`config.mk`:
```
export PLATFORM = sky130hd
export DESIGN_NAME = prc
export DESIGN_NICKNAME = d
export VERILOG_FILES = /design/src/prc_pkg.sv /design/src/prc.sv /design/src/prc_frame_copier.sv /design/src/prc_frame_timer.sv /design/src/prc_map_renderer.sv /design/src/prc_regs.sv /design/src/prc_stage_ctrl.sv
export SDC_FILE = /design/constraint.sdc
export NUM_CORES = 1
export LEC_CHECK = 0
export ABC_AREA = 1
export BUFFER_PORTS_ARGS = -buffer_cell sky130_fd_sc_hd__buf_2
export CELL_PAD_IN_SITES_DETAIL_PLACEMENT = 0
export CELL_PAD_IN_SITES_GLOBAL_PLACEMENT = 1
export CORE_AREA = 4 4 171 173
export CTS_CLUSTER_SIZE = 8
export DETAILED_ROUTE_END_ITERATION = 10
export DIE_AREA = 0 0 175 177
export PLACE_DENSITY = 0.86
export RECOVER_POWER = 100
export SYNTH_ARGS = -nofsm -noshare
export SYNTH_HDL_FRONTEND = slang
export SYNTH_SLANG_ARGS = --single-unit
```
`constraint.sdc`:
```
create_clock -name clk -period 9.2 [get_ports clk]
set_clock_uncertainty 0.15 [all_clocks]
set_input_delay 1.84 -clock clk [delete_from_list [all_inputs] [get_ports clk]]
set_output_delay 1.84 -clock clk [all_outputs]
set_load 0.05 [all_outputs]
```
`src/prc_pkg.sv`:
```
package prc_pkg;

    typedef logic [23:0] addr_t;
    typedef logic [7:0]  byte_t;

    typedef enum logic [1:0]
    {
        STAGE_IDLE,
        STAGE_MAP,
        STAGE_COPY
    } stage_t;

    // Frame copier access sequence
    typedef enum logic [2:0]
    {
        COPY_COL_HI,
        COPY_COL_LO,
        COPY_PAGE,
        COPY_READ,
        COPY_WRITE
    } copy_step_t;

    localparam addr_t FB_BASE       = 24'h001000;
    localparam addr_t TILE_MAP_BASE = 24'h001360;
    localparam addr_t LCD_CMD_ADDR  = 24'h0020FE;
    localparam addr_t LCD_DATA_ADDR = 24'h0020FF;
    localparam addr_t REG_BASE      = 24'h002080;

    // Register offsets from REG_BASE
    localparam logic [3:0] REG_MODE     = 4'h0;
    localparam logic [3:0] REG_RATE     = 4'h1;
    localparam logic [3:0] REG_MAP_LO   = 4'h2;
    localparam logic [3:0] REG_MAP_MID  = 4'h3;
    localparam logic [3:0] REG_MAP_HI   = 4'h4;
    localparam logic [3:0] REG_SCROLL_Y = 4'h5;
    localparam logic [3:0] REG_SCROLL_X = 4'h6;
    localparam logic [3:0] REG_COUNTER  = 4'hA;

    localparam int SCREEN_W     = 96;
    localparam int SCREEN_PAGES = 8;
    localparam int TICK_CYCLES  = 855;   // Clocks per oscillator tick

    localparam logic [6:0] COUNT_WINDOW_OPEN = 7'h18;
    localparam logic [6:0] COUNT_WINDOW_END  = 7'h41;

    localparam int MODE_MAP_BIT  = 1;
    localparam int MODE_COPY_BIT = 3;
    localparam int MODE_SIZE_LSB = 4;

    localparam byte_t LCD_COL_HI_CMD = 8'h10;
    localparam byte_t LCD_COL_LO_CMD = 8'h00;
    localparam byte_t LCD_PAGE_CMD   = 8'hB0;

endpackage

```
`src/prc.sv`:
```
module prc
(
    input  logic           clk,
    input  logic           reset,
    input  prc_pkg::addr_t reg_address,
    input  prc_pkg::byte_t reg_wdata,
    input  logic           reg_write,
    input  logic           reg_read,
    input  prc_pkg::byte_t mem_rdata,
    input  logic           mem_grant,
    output prc_pkg::byte_t reg_rdata,
    output prc_pkg::addr_t mem_address,
    output prc_pkg::byte_t mem_wdata,
    output logic           mem_read,
    output logic           mem_write,
    output logic           mem_request,
    output logic           irq_copy_complete,
    output logic           irq_render_done
);
    import prc_pkg::*;

    logic [5:0] mode;
    addr_t      map_base;
    logic [6:0] scroll_x;
    logic [6:0] scroll_y;
    logic [4:0] map_width;
    logic [6:0] frame_count;
    logic       frame_start;
    logic       render_window;
    logic       tick;
    stage_t     stage;
    logic       map_start;
    logic       copy_start;
    logic       map_grant;
    logic       copy_grant;
    logic       map_done;
    logic       copy_done;
    addr_t      map_address;
    addr_t      copy_address;
    byte_t      map_wdata;
    byte_t      copy_wdata;
    logic       map_read;
    logic       map_write;
    logic       copy_read;
    logic       copy_write;
    logic       copy_sel;

    // Register reads have no side effects, so reg_read is left open
    prc_regs u_regs (.*, .map_height());

    prc_frame_timer u_timer (.*);

    prc_stage_ctrl u_ctrl (.*);

    prc_map_renderer u_map
    (
        .*,
        .start       (map_start),
        .grant       (map_grant),
        .done        (map_done),
        .mem_address (map_address),
        .mem_wdata   (map_wdata),
        .mem_read    (map_read),
        .mem_write   (map_write)
    );

    prc_frame_copier u_copy
    (
        .*,
        .start       (copy_start),
        .grant       (copy_grant),
        .done        (copy_done),
        .mem_address (copy_address),
        .mem_wdata   (copy_wdata),
        .mem_read    (copy_read),
        .mem_write   (copy_write)
    );

    // Idle engines keep their strobes low
    assign copy_sel    = (stage == STAGE_COPY);
    assign mem_address = copy_sel ? copy_address : map_address;
    assign mem_wdata   = copy_sel ? copy_wdata : map_wdata;
    assign mem_read    = copy_sel ? copy_read : map_read;
    assign mem_write   = copy_sel ? copy_write : map_write;

endmodule

```
`src/prc_frame_copier.sv`:
```
module prc_frame_copier
(
    input  logic           clk,
    input  logic           reset,
    input  logic           start,
    input  logic           grant,
    input  prc_pkg::byte_t mem_rdata,
    output logic           done,
    output prc_pkg::addr_t mem_address,
    output prc_pkg::byte_t mem_wdata,
    output logic           mem_read,
    output logic           mem_write
);
    import prc_pkg::*;

    logic       busy;
    logic       strobe_phase;
    copy_step_t step;
    logic [6:0] col;
    logic [2:0] page;
    logic       access_go;
    logic       last_col;
    addr_t      next_address;

    assign access_go = busy && grant;
    assign last_col  = (col == 7'(SCREEN_W - 1));

    always_comb
    begin
        case (step)
            COPY_READ:  next_address = FB_BASE + addr_t'(page) * addr_t'(SCREEN_W) + addr_t'(col);
            COPY_WRITE: next_address = LCD_DATA_ADDR;
            default:    next_address = LCD_CMD_ADDR;
        endcase
    end

    always_ff @(posedge clk)
    begin
        if (access_go && !strobe_phase)
            mem_address <= next_address;
        if (access_go && strobe_phase)
        begin
            case (step)
                COPY_COL_HI: mem_wdata <= LCD_COL_HI_CMD;
                COPY_COL_LO: mem_wdata <= LCD_COL_LO_CMD;
                COPY_PAGE:   mem_wdata <= LCD_PAGE_CMD | {5'b0, page};
                default:     mem_wdata <= mem_rdata;    // Byte from the frame-buffer read
            endcase
        end
    end

    always_ff @(posedge clk)
    begin
        mem_read  <= 1'b0;
        mem_write <= 1'b0;
        done      <= 1'b0;
        if (reset)
        begin
            busy         <= 1'b0;
            strobe_phase <= 1'b0;
            step         <= COPY_COL_HI;
            col          <= '0;
            page         <= '0;
        end
        else if (start && !busy)
        begin
            busy         <= 1'b1;
            strobe_phase <= 1'b0;
            step         <= COPY_COL_HI;
            col          <= '0;
            page         <= '0;
        end
        else if (access_go)
        begin
            strobe_phase <= ~strobe_phase;
            if (strobe_phase)
            begin
                mem_read  <= (step == COPY_READ);
                mem_write <= (step != COPY_READ);
                case (step)
                    COPY_COL_HI: step <= COPY_COL_LO;
                    COPY_COL_LO: step <= COPY_PAGE;
                    COPY_PAGE:   step <= COPY_READ;
                    COPY_READ:   step <= COPY_WRITE;
                    default:
                    begin
                        col  <= last_col ? 7'd0 : col + 7'd1;
                        step <= last_col ? COPY_COL_HI : COPY_READ;  // New page after column 95
                        if (last_col)
                        begin
                            page <= page + 3'd1;
                            if (page == 3'(SCREEN_PAGES - 1))
                            begin
                                busy <= 1'b0;
                                done <= 1'b1;
                            end
                        end
                    end
                endcase
            end
        end
    end

endmodule

```
`src/prc_frame_timer.sv`:
```
module prc_frame_timer
(
    input  logic       clk,
    input  logic       reset,
    output logic [6:0] frame_count,
    output logic       frame_start,
    output logic       render_window,
    output logic       irq_render_done,
    output logic       tick
);
    import prc_pkg::*;

    logic [9:0] tick_div;
    logic [6:0] count_next;

    assign tick       = (tick_div == 10'(TICK_CYCLES - 1));
    assign count_next = (frame_count == COUNT_WINDOW_END) ? 7'd1 : frame_count + 7'd1;

    always_ff @(posedge clk)
    begin
        frame_start <= 1'b0;
        if (reset)
        begin
            tick_div        <= '0;
            frame_count     <= 7'd1;
            render_window   <= 1'b0;
            irq_render_done <= 1'b0;
        end
        else if (tick)
        begin
            tick_div        <= '0;
            frame_count     <= count_next;
            frame_start     <= (count_next == COUNT_WINDOW_OPEN);
            irq_render_done <= (count_next == COUNT_WINDOW_END);  // Held for one tick

            if (count_next == COUNT_WINDOW_OPEN)
                render_window <= 1'b1;
            else if (count_next == COUNT_WINDOW_END)
                render_window <= 1'b0;
        end
        else
        begin
            tick_div <= tick_div + 10'd1;
        end
    end

endmodule

```
`src/prc_map_renderer.sv`:
```
module prc_map_renderer
(
    input  logic           clk,
    input  logic           reset,
    input  logic           start,
    input  logic           grant,
    input  prc_pkg::addr_t map_base,
    input  logic [6:0]     scroll_x,
    input  logic [6:0]     scroll_y,
    input  logic [4:0]     map_width,
    input  prc_pkg::byte_t mem_rdata,
    output logic           done,
    output prc_pkg::addr_t mem_address,
    output prc_pkg::byte_t mem_wdata,
    output logic           mem_read,
    output logic           mem_write
);
    import prc_pkg::*;

    logic       busy;
    logic       strobe_phase;     // Low in the address cycle, high in the strobe cycle
    logic [2:0] step;             // Access 0 to 4 of the current column
    logic [6:0] col;
    logic [2:0] page;
    logic       access_go;
    logic       last_col;
    logic [7:0] map_x;
    logic [7:0] map_y;
    byte_t      tile_index;
    byte_t      tile_top;
    byte_t      column_byte;
    addr_t      next_address;

    assign access_go = busy && grant;
    assign last_col  = (col == 7'(SCREEN_W - 1));
    assign map_x     = {1'b0, col} + {1'b0, scroll_x};
    assign map_y     = {2'b0, page, 3'b0} + {1'b0, scroll_y};

    // Bottom tile byte arrives on mem_rdata during the write access
    assign column_byte = (tile_top >> map_y[2:0])
                       | (mem_rdata << (4'd8 - {1'b0, map_y[2:0]}));

    always_comb
    begin
        case (step)
            3'd0:    next_address = TILE_MAP_BASE + addr_t'(map_y[7:3]) * addr_t'(map_width)
                                    + addr_t'(map_x[7:3]);
            3'd1:    next_address = mem_address + addr_t'(map_width);  // One map row below
            3'd2,
            3'd3:    next_address = map_base + {13'd0, tile_index, map_x[2:0]};
            default: next_address = FB_BASE + addr_t'(page) * addr_t'(SCREEN_W) + addr_t'(col);
        endcase
    end

    always_ff @(posedge clk)
    begin
        if (access_go && !strobe_phase)
            mem_address <= next_address;
        if (access_go && strobe_phase)
        begin
            if (step == 3'd1 || step == 3'd2)
                tile_index <= mem_rdata;              // Top index, then bottom index
            if (step == 3'd3)
                tile_top <= mem_rdata;
            if (step == 3'd4)
                mem_wdata <= column_byte;
        end
    end

    always_ff @(posedge clk)
    begin
        mem_read  <= 1'b0;
        mem_write <= 1'b0;
        done      <= 1'b0;
        if (reset)
        begin
            busy         <= 1'b0;
            strobe_phase <= 1'b0;
            step         <= '0;
            col          <= '0;
            page         <= '0;
        end
        else if (start && !busy)
        begin
            busy         <= 1'b1;
            strobe_phase <= 1'b0;
            step         <= '0;
            col          <= '0;
            page         <= '0;
        end
        else if (access_go)
        begin
            strobe_phase <= ~strobe_phase;
            if (strobe_phase)
            begin
                mem_read  <= (step != 3'd4);
                mem_write <= (step == 3'd4);
                step      <= (step == 3'd4) ? 3'd0 : step + 3'd1;
                if (step == 3'd4)
                begin
                    col <= last_col ? 7'd0 : col + 7'd1;
                    if (last_col)
                    begin
                        page <= page + 3'd1;
                        if (page == 3'(SCREEN_PAGES - 1))
                        begin
                            busy <= 1'b0;
                            done <= 1'b1;
                        end
                    end
                end
            end
        end
    end

endmodule

```
`src/prc_regs.sv`:
```
module prc_regs
(
    input  logic           clk,
    input  logic           reset,
    input  prc_pkg::addr_t reg_address,
    input  prc_pkg::byte_t reg_wdata,
    input  logic           reg_write,
    input  logic [6:0]     frame_count,
    output prc_pkg::byte_t reg_rdata,
    output logic [5:0]     mode,
    output prc_pkg::addr_t map_base,
    output logic [6:0]     scroll_x,
    output logic [6:0]     scroll_y,
    output logic [4:0]     map_width,
    output logic [4:0]     map_height
);
    import prc_pkg::*;

    logic       reg_hit;
    logic [3:0] reg_offset;
    logic [7:0] scroll_x_max;
    logic [7:0] scroll_y_max;

    assign reg_hit      = (reg_address[23:4] == REG_BASE[23:4]);
    assign reg_offset   = reg_address[3:0];
    assign scroll_x_max = {map_width, 3'b0} - 8'd96;    // Map pixels beyond the screen
    assign scroll_y_max = {map_height, 3'b0} - 8'd64;

    // Map size in tiles as width then height
    always_comb
    begin
        case (mode[MODE_SIZE_LSB +: 2])
            2'd0:    {map_width, map_height} = {5'd12, 5'd16};
            2'd1:    {map_width, map_height} = {5'd16, 5'd12};
            2'd2:    {map_width, map_height} = {5'd24, 5'd8};
            default: {map_width, map_height} = {5'd24, 5'd16};
        endcase
    end

    always_ff @(posedge clk)
    begin
        if (reset)
        begin
            mode     <= '0;
            map_base <= '0;
            scroll_x <= '0;
            scroll_y <= '0;
        end
        else if (reg_write && reg_hit)
        begin
            case (reg_offset)
                REG_MODE:     mode            <= reg_wdata[5:0];
                REG_MAP_LO:   map_base[7:3]   <= reg_wdata[7:3];  // Tile base is 8-byte aligned
                REG_MAP_MID:  map_base[15:8]  <= reg_wdata;
                REG_MAP_HI:   map_base[20:16] <= reg_wdata[4:0];
                REG_SCROLL_Y:
                    if (reg_wdata <= scroll_y_max)
                        scroll_y <= reg_wdata[6:0];
                REG_SCROLL_X:
                    if (reg_wdata <= scroll_x_max)
                        scroll_x <= reg_wdata[6:0];
                default:
                begin
                end
            endcase
        end
    end

    always_comb
    begin
        reg_rdata = '0;
        if (reg_hit)
        begin
            case (reg_offset)
                REG_MODE:     reg_rdata = {2'b0, mode};
                REG_RATE:     reg_rdata = '0;         // Every frame is active
                REG_MAP_LO:   reg_rdata = map_base[7:0];
                REG_MAP_MID:  reg_rdata = map_base[15:8];
                REG_MAP_HI:   reg_rdata = map_base[23:16];
                REG_SCROLL_Y: reg_rdata = {1'b0, scroll_y};
                REG_SCROLL_X: reg_rdata = {1'b0, scroll_x};
                REG_COUNTER:  reg_rdata = {1'b0, frame_count};
                default:      reg_rdata = '0;
            endcase
        end
    end

endmodule

```
`src/prc_stage_ctrl.sv`:
```
module prc_stage_ctrl
(
    input  logic            clk,
    input  logic            reset,
    input  logic [5:0]      mode,
    input  logic            frame_start,
    input  logic            render_window,
    input  logic            tick,
    input  logic            mem_grant,
    input  logic            map_done,
    input  logic            copy_done,
    output prc_pkg::stage_t stage,
    output logic            map_start,
    output logic            copy_start,
    output logic            map_grant,
    output logic            copy_grant,
    output logic            mem_request,
    output logic            irq_copy_complete
);
    import prc_pkg::*;

    // Only the running engine sees the bus grant
    assign map_grant   = (stage == STAGE_MAP) && mem_grant;
    assign copy_grant  = (stage == STAGE_COPY) && mem_grant;
    assign mem_request = (stage != STAGE_IDLE);

    always_ff @(posedge clk)
    begin
        map_start  <= 1'b0;
        copy_start <= 1'b0;
        if (reset)
        begin
            stage             <= STAGE_IDLE;
            irq_copy_complete <= 1'b0;
        end
        else
        begin
            if (tick)
                irq_copy_complete <= 1'b0;

            case (stage)
                STAGE_IDLE:
                    if (frame_start)
                    begin
                        if (mode[MODE_MAP_BIT])
                        begin
                            stage     <= STAGE_MAP;
                            map_start <= 1'b1;
                        end
                        else if (mode[MODE_COPY_BIT])
                        begin
                            stage      <= STAGE_COPY;
                            copy_start <= 1'b1;
                        end
                    end
                STAGE_MAP:
                    if (map_done)
                    begin
                        // No copy is started once the window has closed
                        stage      <= (mode[MODE_COPY_BIT] && render_window) ? STAGE_COPY
                                                                            : STAGE_IDLE;
                        copy_start <= mode[MODE_COPY_BIT] && render_window;
                    end
                default:
                    if (copy_done)
                    begin
                        stage             <= STAGE_IDLE;
                        irq_copy_complete <= 1'b1;   // Wins over a clearing tick
                    end
            endcase
        end
    end

endmodule

```
==> summary.md <==
| Metric | Value |
|---|---|
| CP max FO | `6` |
| Yosys warns | `0` |
| Largest family of logic cells by synthesized area | `simple AND/OR/NAND/NOR gates` |
| Ranking of synthesized cells by area | `edfxtp_1 (18%), dfxtp_1 (17%), nand2_1 (16%)` |
| Worst skew pair latency | `440 ps` |
| Hold Buf Count CTS | `0` |
| Syn avg cell area | `6.92 um^2` |
| Post-route ant nets | `0` |
| GRT busiest layer | `met2` |
| Place WS | `3910 ps` |
| Violated checks | `capacitance limit, slew limit` |
| Clock tree root buffer cell | `clkbuf_16` |
| Synth Cell Area | `11400 um^2` |
| Post-Synth Simple-Gate Area | `35.9%` |
| Area share of the largest cell type after synthesis | `18.1%` |
| Power per standard cell area | `121 nW/um^2` |
| CP max stage delay | `470 ps` |
| Flops & latches, synth | `168` |
| Rel. slew slack | `-28.8%` |
| Max cap viols | `2` |
| CTS Sinks | `168` |
| DRC viols | `0` |
| Met2 Use GR | `34.6%` |
| Adder-cell area share of the yosys netlist | `10.3%` |
| Final Critical Period | `5530 ps` |
| P_sw | `0.000384 W` |
| Vias in the first global route | `10.0k` |
| Worst Setup End Kind | `output pin` |
| Hpwl dp | `24.9 mm` |
| Die area | `31000 um^2` |
| Unrepaired setup endpoints after global routing | `no` |
| Largest net degree at the start of global routing | `45` |
| Routability cong. | `0.880` |
| Netlist cell types | `54` |
| Area growth from synthesis to final layout | `10.7%` |
| Initial antenna violation count | `1` |
| Worst hold slack | `324 ps` |
| Arrival @ worst endpoint | `3540 ps` |
| Startpoint Class | `input port` |
| Pre-antenna DRT Iters | `7` |
| Clock Power Share | `46.6%` |
| Dpl cells | `2097` |
| Via count | `10.7k` |
| # rows | `61` |
| Most frequent cells in the layout | `nand2_1 (487), inv_1 (231), nor2_1 (228)` |
| Total grt overflow | `0` |
| First-pass GRT wire length | `50.7 mm` |
| Non-Filler Instances | `2130` |
| Post-synthesis xor/xnor area fraction | `1.07%` |
| Final critical-path share of the clock period | `60.1%` |
| DR WL/cell | `14.8 um` |
| CTS tree | `built` |
| Core area | `27600 um^2` |
| Final TNS setup | `0 ps` |
| Die X | `175 um` |
| Synthesized Nets | `1786` |
| Min-delay worst type | `reg -> reg` |
| Leakage power | `5.80 nW` |
| Overall routing resource usage | `20.3%` |
| Worst Tran Pin Value | `1930 ps` |
| Final nets | `1869` |
| Final Setup Violations | `0` |
| Reg clk slew, reported paths | `80 ps` |
| Final Instance Area | `12700 um^2` |
| Reg power frac | `50.4%` |
| Post-Route WL | `31.5 mm` |
| Mapped Cells | `1655` |
| H-Tree Depth | `4` |
| Initial core utilization | `41.4%` |
| Pint | `0.00115 W` |
| Iteration-0 DRC Markers | `781` |
| Multiplexer area fraction after synthesis | `0.0875%` |
| I/O Buffers | `88` |
| Setup ws final | `3670 ps` |
| Post-CTS resize count | `0` |
| Seq/Total Area, Yosys | `35.4%` |
| Area post-placement | `12200 um^2` |
| Post-CTS Setup Repair Bufs | `0` |
| Commonest non-fill, non-tap cell in the layout | `nand2_1` |
| Final hold vios | `0` |
| Switch share | `25.1%` |
| Vias per cell | `5.02` |
| Gate power share | `3.0%` |
| Status | `complete, but fails checks` |
| Crit-path cells | `buf_2, inv_1, nor2_1, nand3_1, nand3_1, nand2_1, inv_1, o31ai_1, inv_1, clkbuf_1` |
| Compound-Gate Fraction of Synth Area | `8.34%` |
| Final slew viol count | `68` |
| VDD IR max | `0.118 mV` |
| Share of layout cells above drive strength 1 | `5.54%` |
| GR Layer Usage met3 | `2.86%` |
| Clock Path Buffers | `2` |
| Yosys top cell by area | `edfxtp_1` |
| CP dominant cell by count | `inv_1` |
| Fmax | `0.181 GHz` |
| CTS Buf Count | `17` |
| # IOs | `90` |
| Die Y-Extent | `177 um` |
| Worst path required time | `7210 ps` |
| Critical path class | `in -> out` |
| Slowest CP cell | `clkbuf_1` |
| M1 GR Usage | `27.5%` |
cell families after synthesis:
| group | after synthesis |
|---|---|
| flip-flops | 168 |
| AO/OA/AOI/OAI | 169 |
| buffers and inverters | 263 |
| adder cells (fa/ha/maj) | 86 |
| multiplexers | 1 |
| XOR/XNOR | 14 |
| AND/OR/NAND/NOR | 954 |
worst paths after layout:
kind,slack (ps),cells past startpoint,start,to
max,3670,10,reg_address[1],reg_rdata[1]
min,320,1,u_timer.tick_div[0],u_timer.tick_div[0]
max reg2reg,4770,17,u_regs.scroll_y[3],u_map.mem_address[9]
min reg2reg,320,1,u_timer.tick_div[0],u_timer.tick_div[0]
Yosys cell counts (all sizes together):
cell type and n:
nand2 490, a22oi 1, fa 13, ha 73, nand2b 1, nand3b 10, nor3b 2, a21oi 52
o2111ai 3, inv 234, nor4 1, clkinv 3, nand3 138, a211oi 2, a21boi 2, clkbuf 14
o31ai 3, and3 1, nor3 27, xor2 9, a31oi 1, or2 10, a21o 1, mux2i 1
buf 12, dfxtp 99, a41oi 1, edfxtp 69, o211ai 7, and2 2, o221ai 4, nand4 36
nor2 236, o21ai 71, xnor2 5, o22ai 21
routing by layer:
| metal | wire length [um] | share of wire [%] |
|---|---|---|
| met5 | 0 | 0 |
| met1 | 14800 | 47 |
| met4 | 533 | 1.7 |
| met3 | 1230 | 3.9 |
| met2 | 14900 | 47 |
cell type report:
cell class / instances / area (um^2)
Sequential cell: 168 / 4050
Inverter: 237 / 890
Timing Repair Buffer: 90 / 380
Clock buffer: 17 / 425
Tap cell: 378 / 473
Multi-Input combinational cell: 1224 / 6300
Fill cell: 2983 / 15000
Antenna cell: 1 / 2.50
Clock inverter: 15 / 155
metrics by stage:
| stage | total power (W) | util, % |
|---|---|---|
| 2_1_floorplan | 0.000812 | - |
| 3_3_place_gp | 0.000835 | 44.3 |
| 3_5_place_dp | 0.000836 | 44.3 |
| 4_1_cts | 0.00154 | 46.4 |
| 5_1_grt | 0.00158 | 45.9 |
| 6_report | 0.00153 | 45.9 |
critical path, delay by kind of cell:
family                 cells  cell delay (ps)
buffers and inverters      5              900
AO/OA/AOI/OAI              1              100
AND/OR/NAND/NOR            4              690
flip-flops by register name, summed over array words and instances (netlist names), 8 cells and up:
| name | cells |
|---|---|
| u_map.mem_address | 24 |
| u_copy.mem_address | 13 |
| u_map.mem_wdata | 8 |
| u_map.tile_index | 8 |
| u_copy.mem_wdata | 8 |
| u_timer.tick_div | 10 |
| u_map.tile_top | 8 |
| u_regs.map_base | 18 |
power by group through the flow:
stage	clock [W]	combinational, W	sequential [W]
finish	0.000713	0.0000466	0.000771
global route	0.000755	0.0000518	0.000771
CTS	0.000725	0.0000473	0.000771
detailed placement	0	0.0000472	0.000789
global placement	0	0.0000469	0.000788
floorplan	0	0.0000238	0.000788
Note: power is estimated with default switching activity, not from simulation.
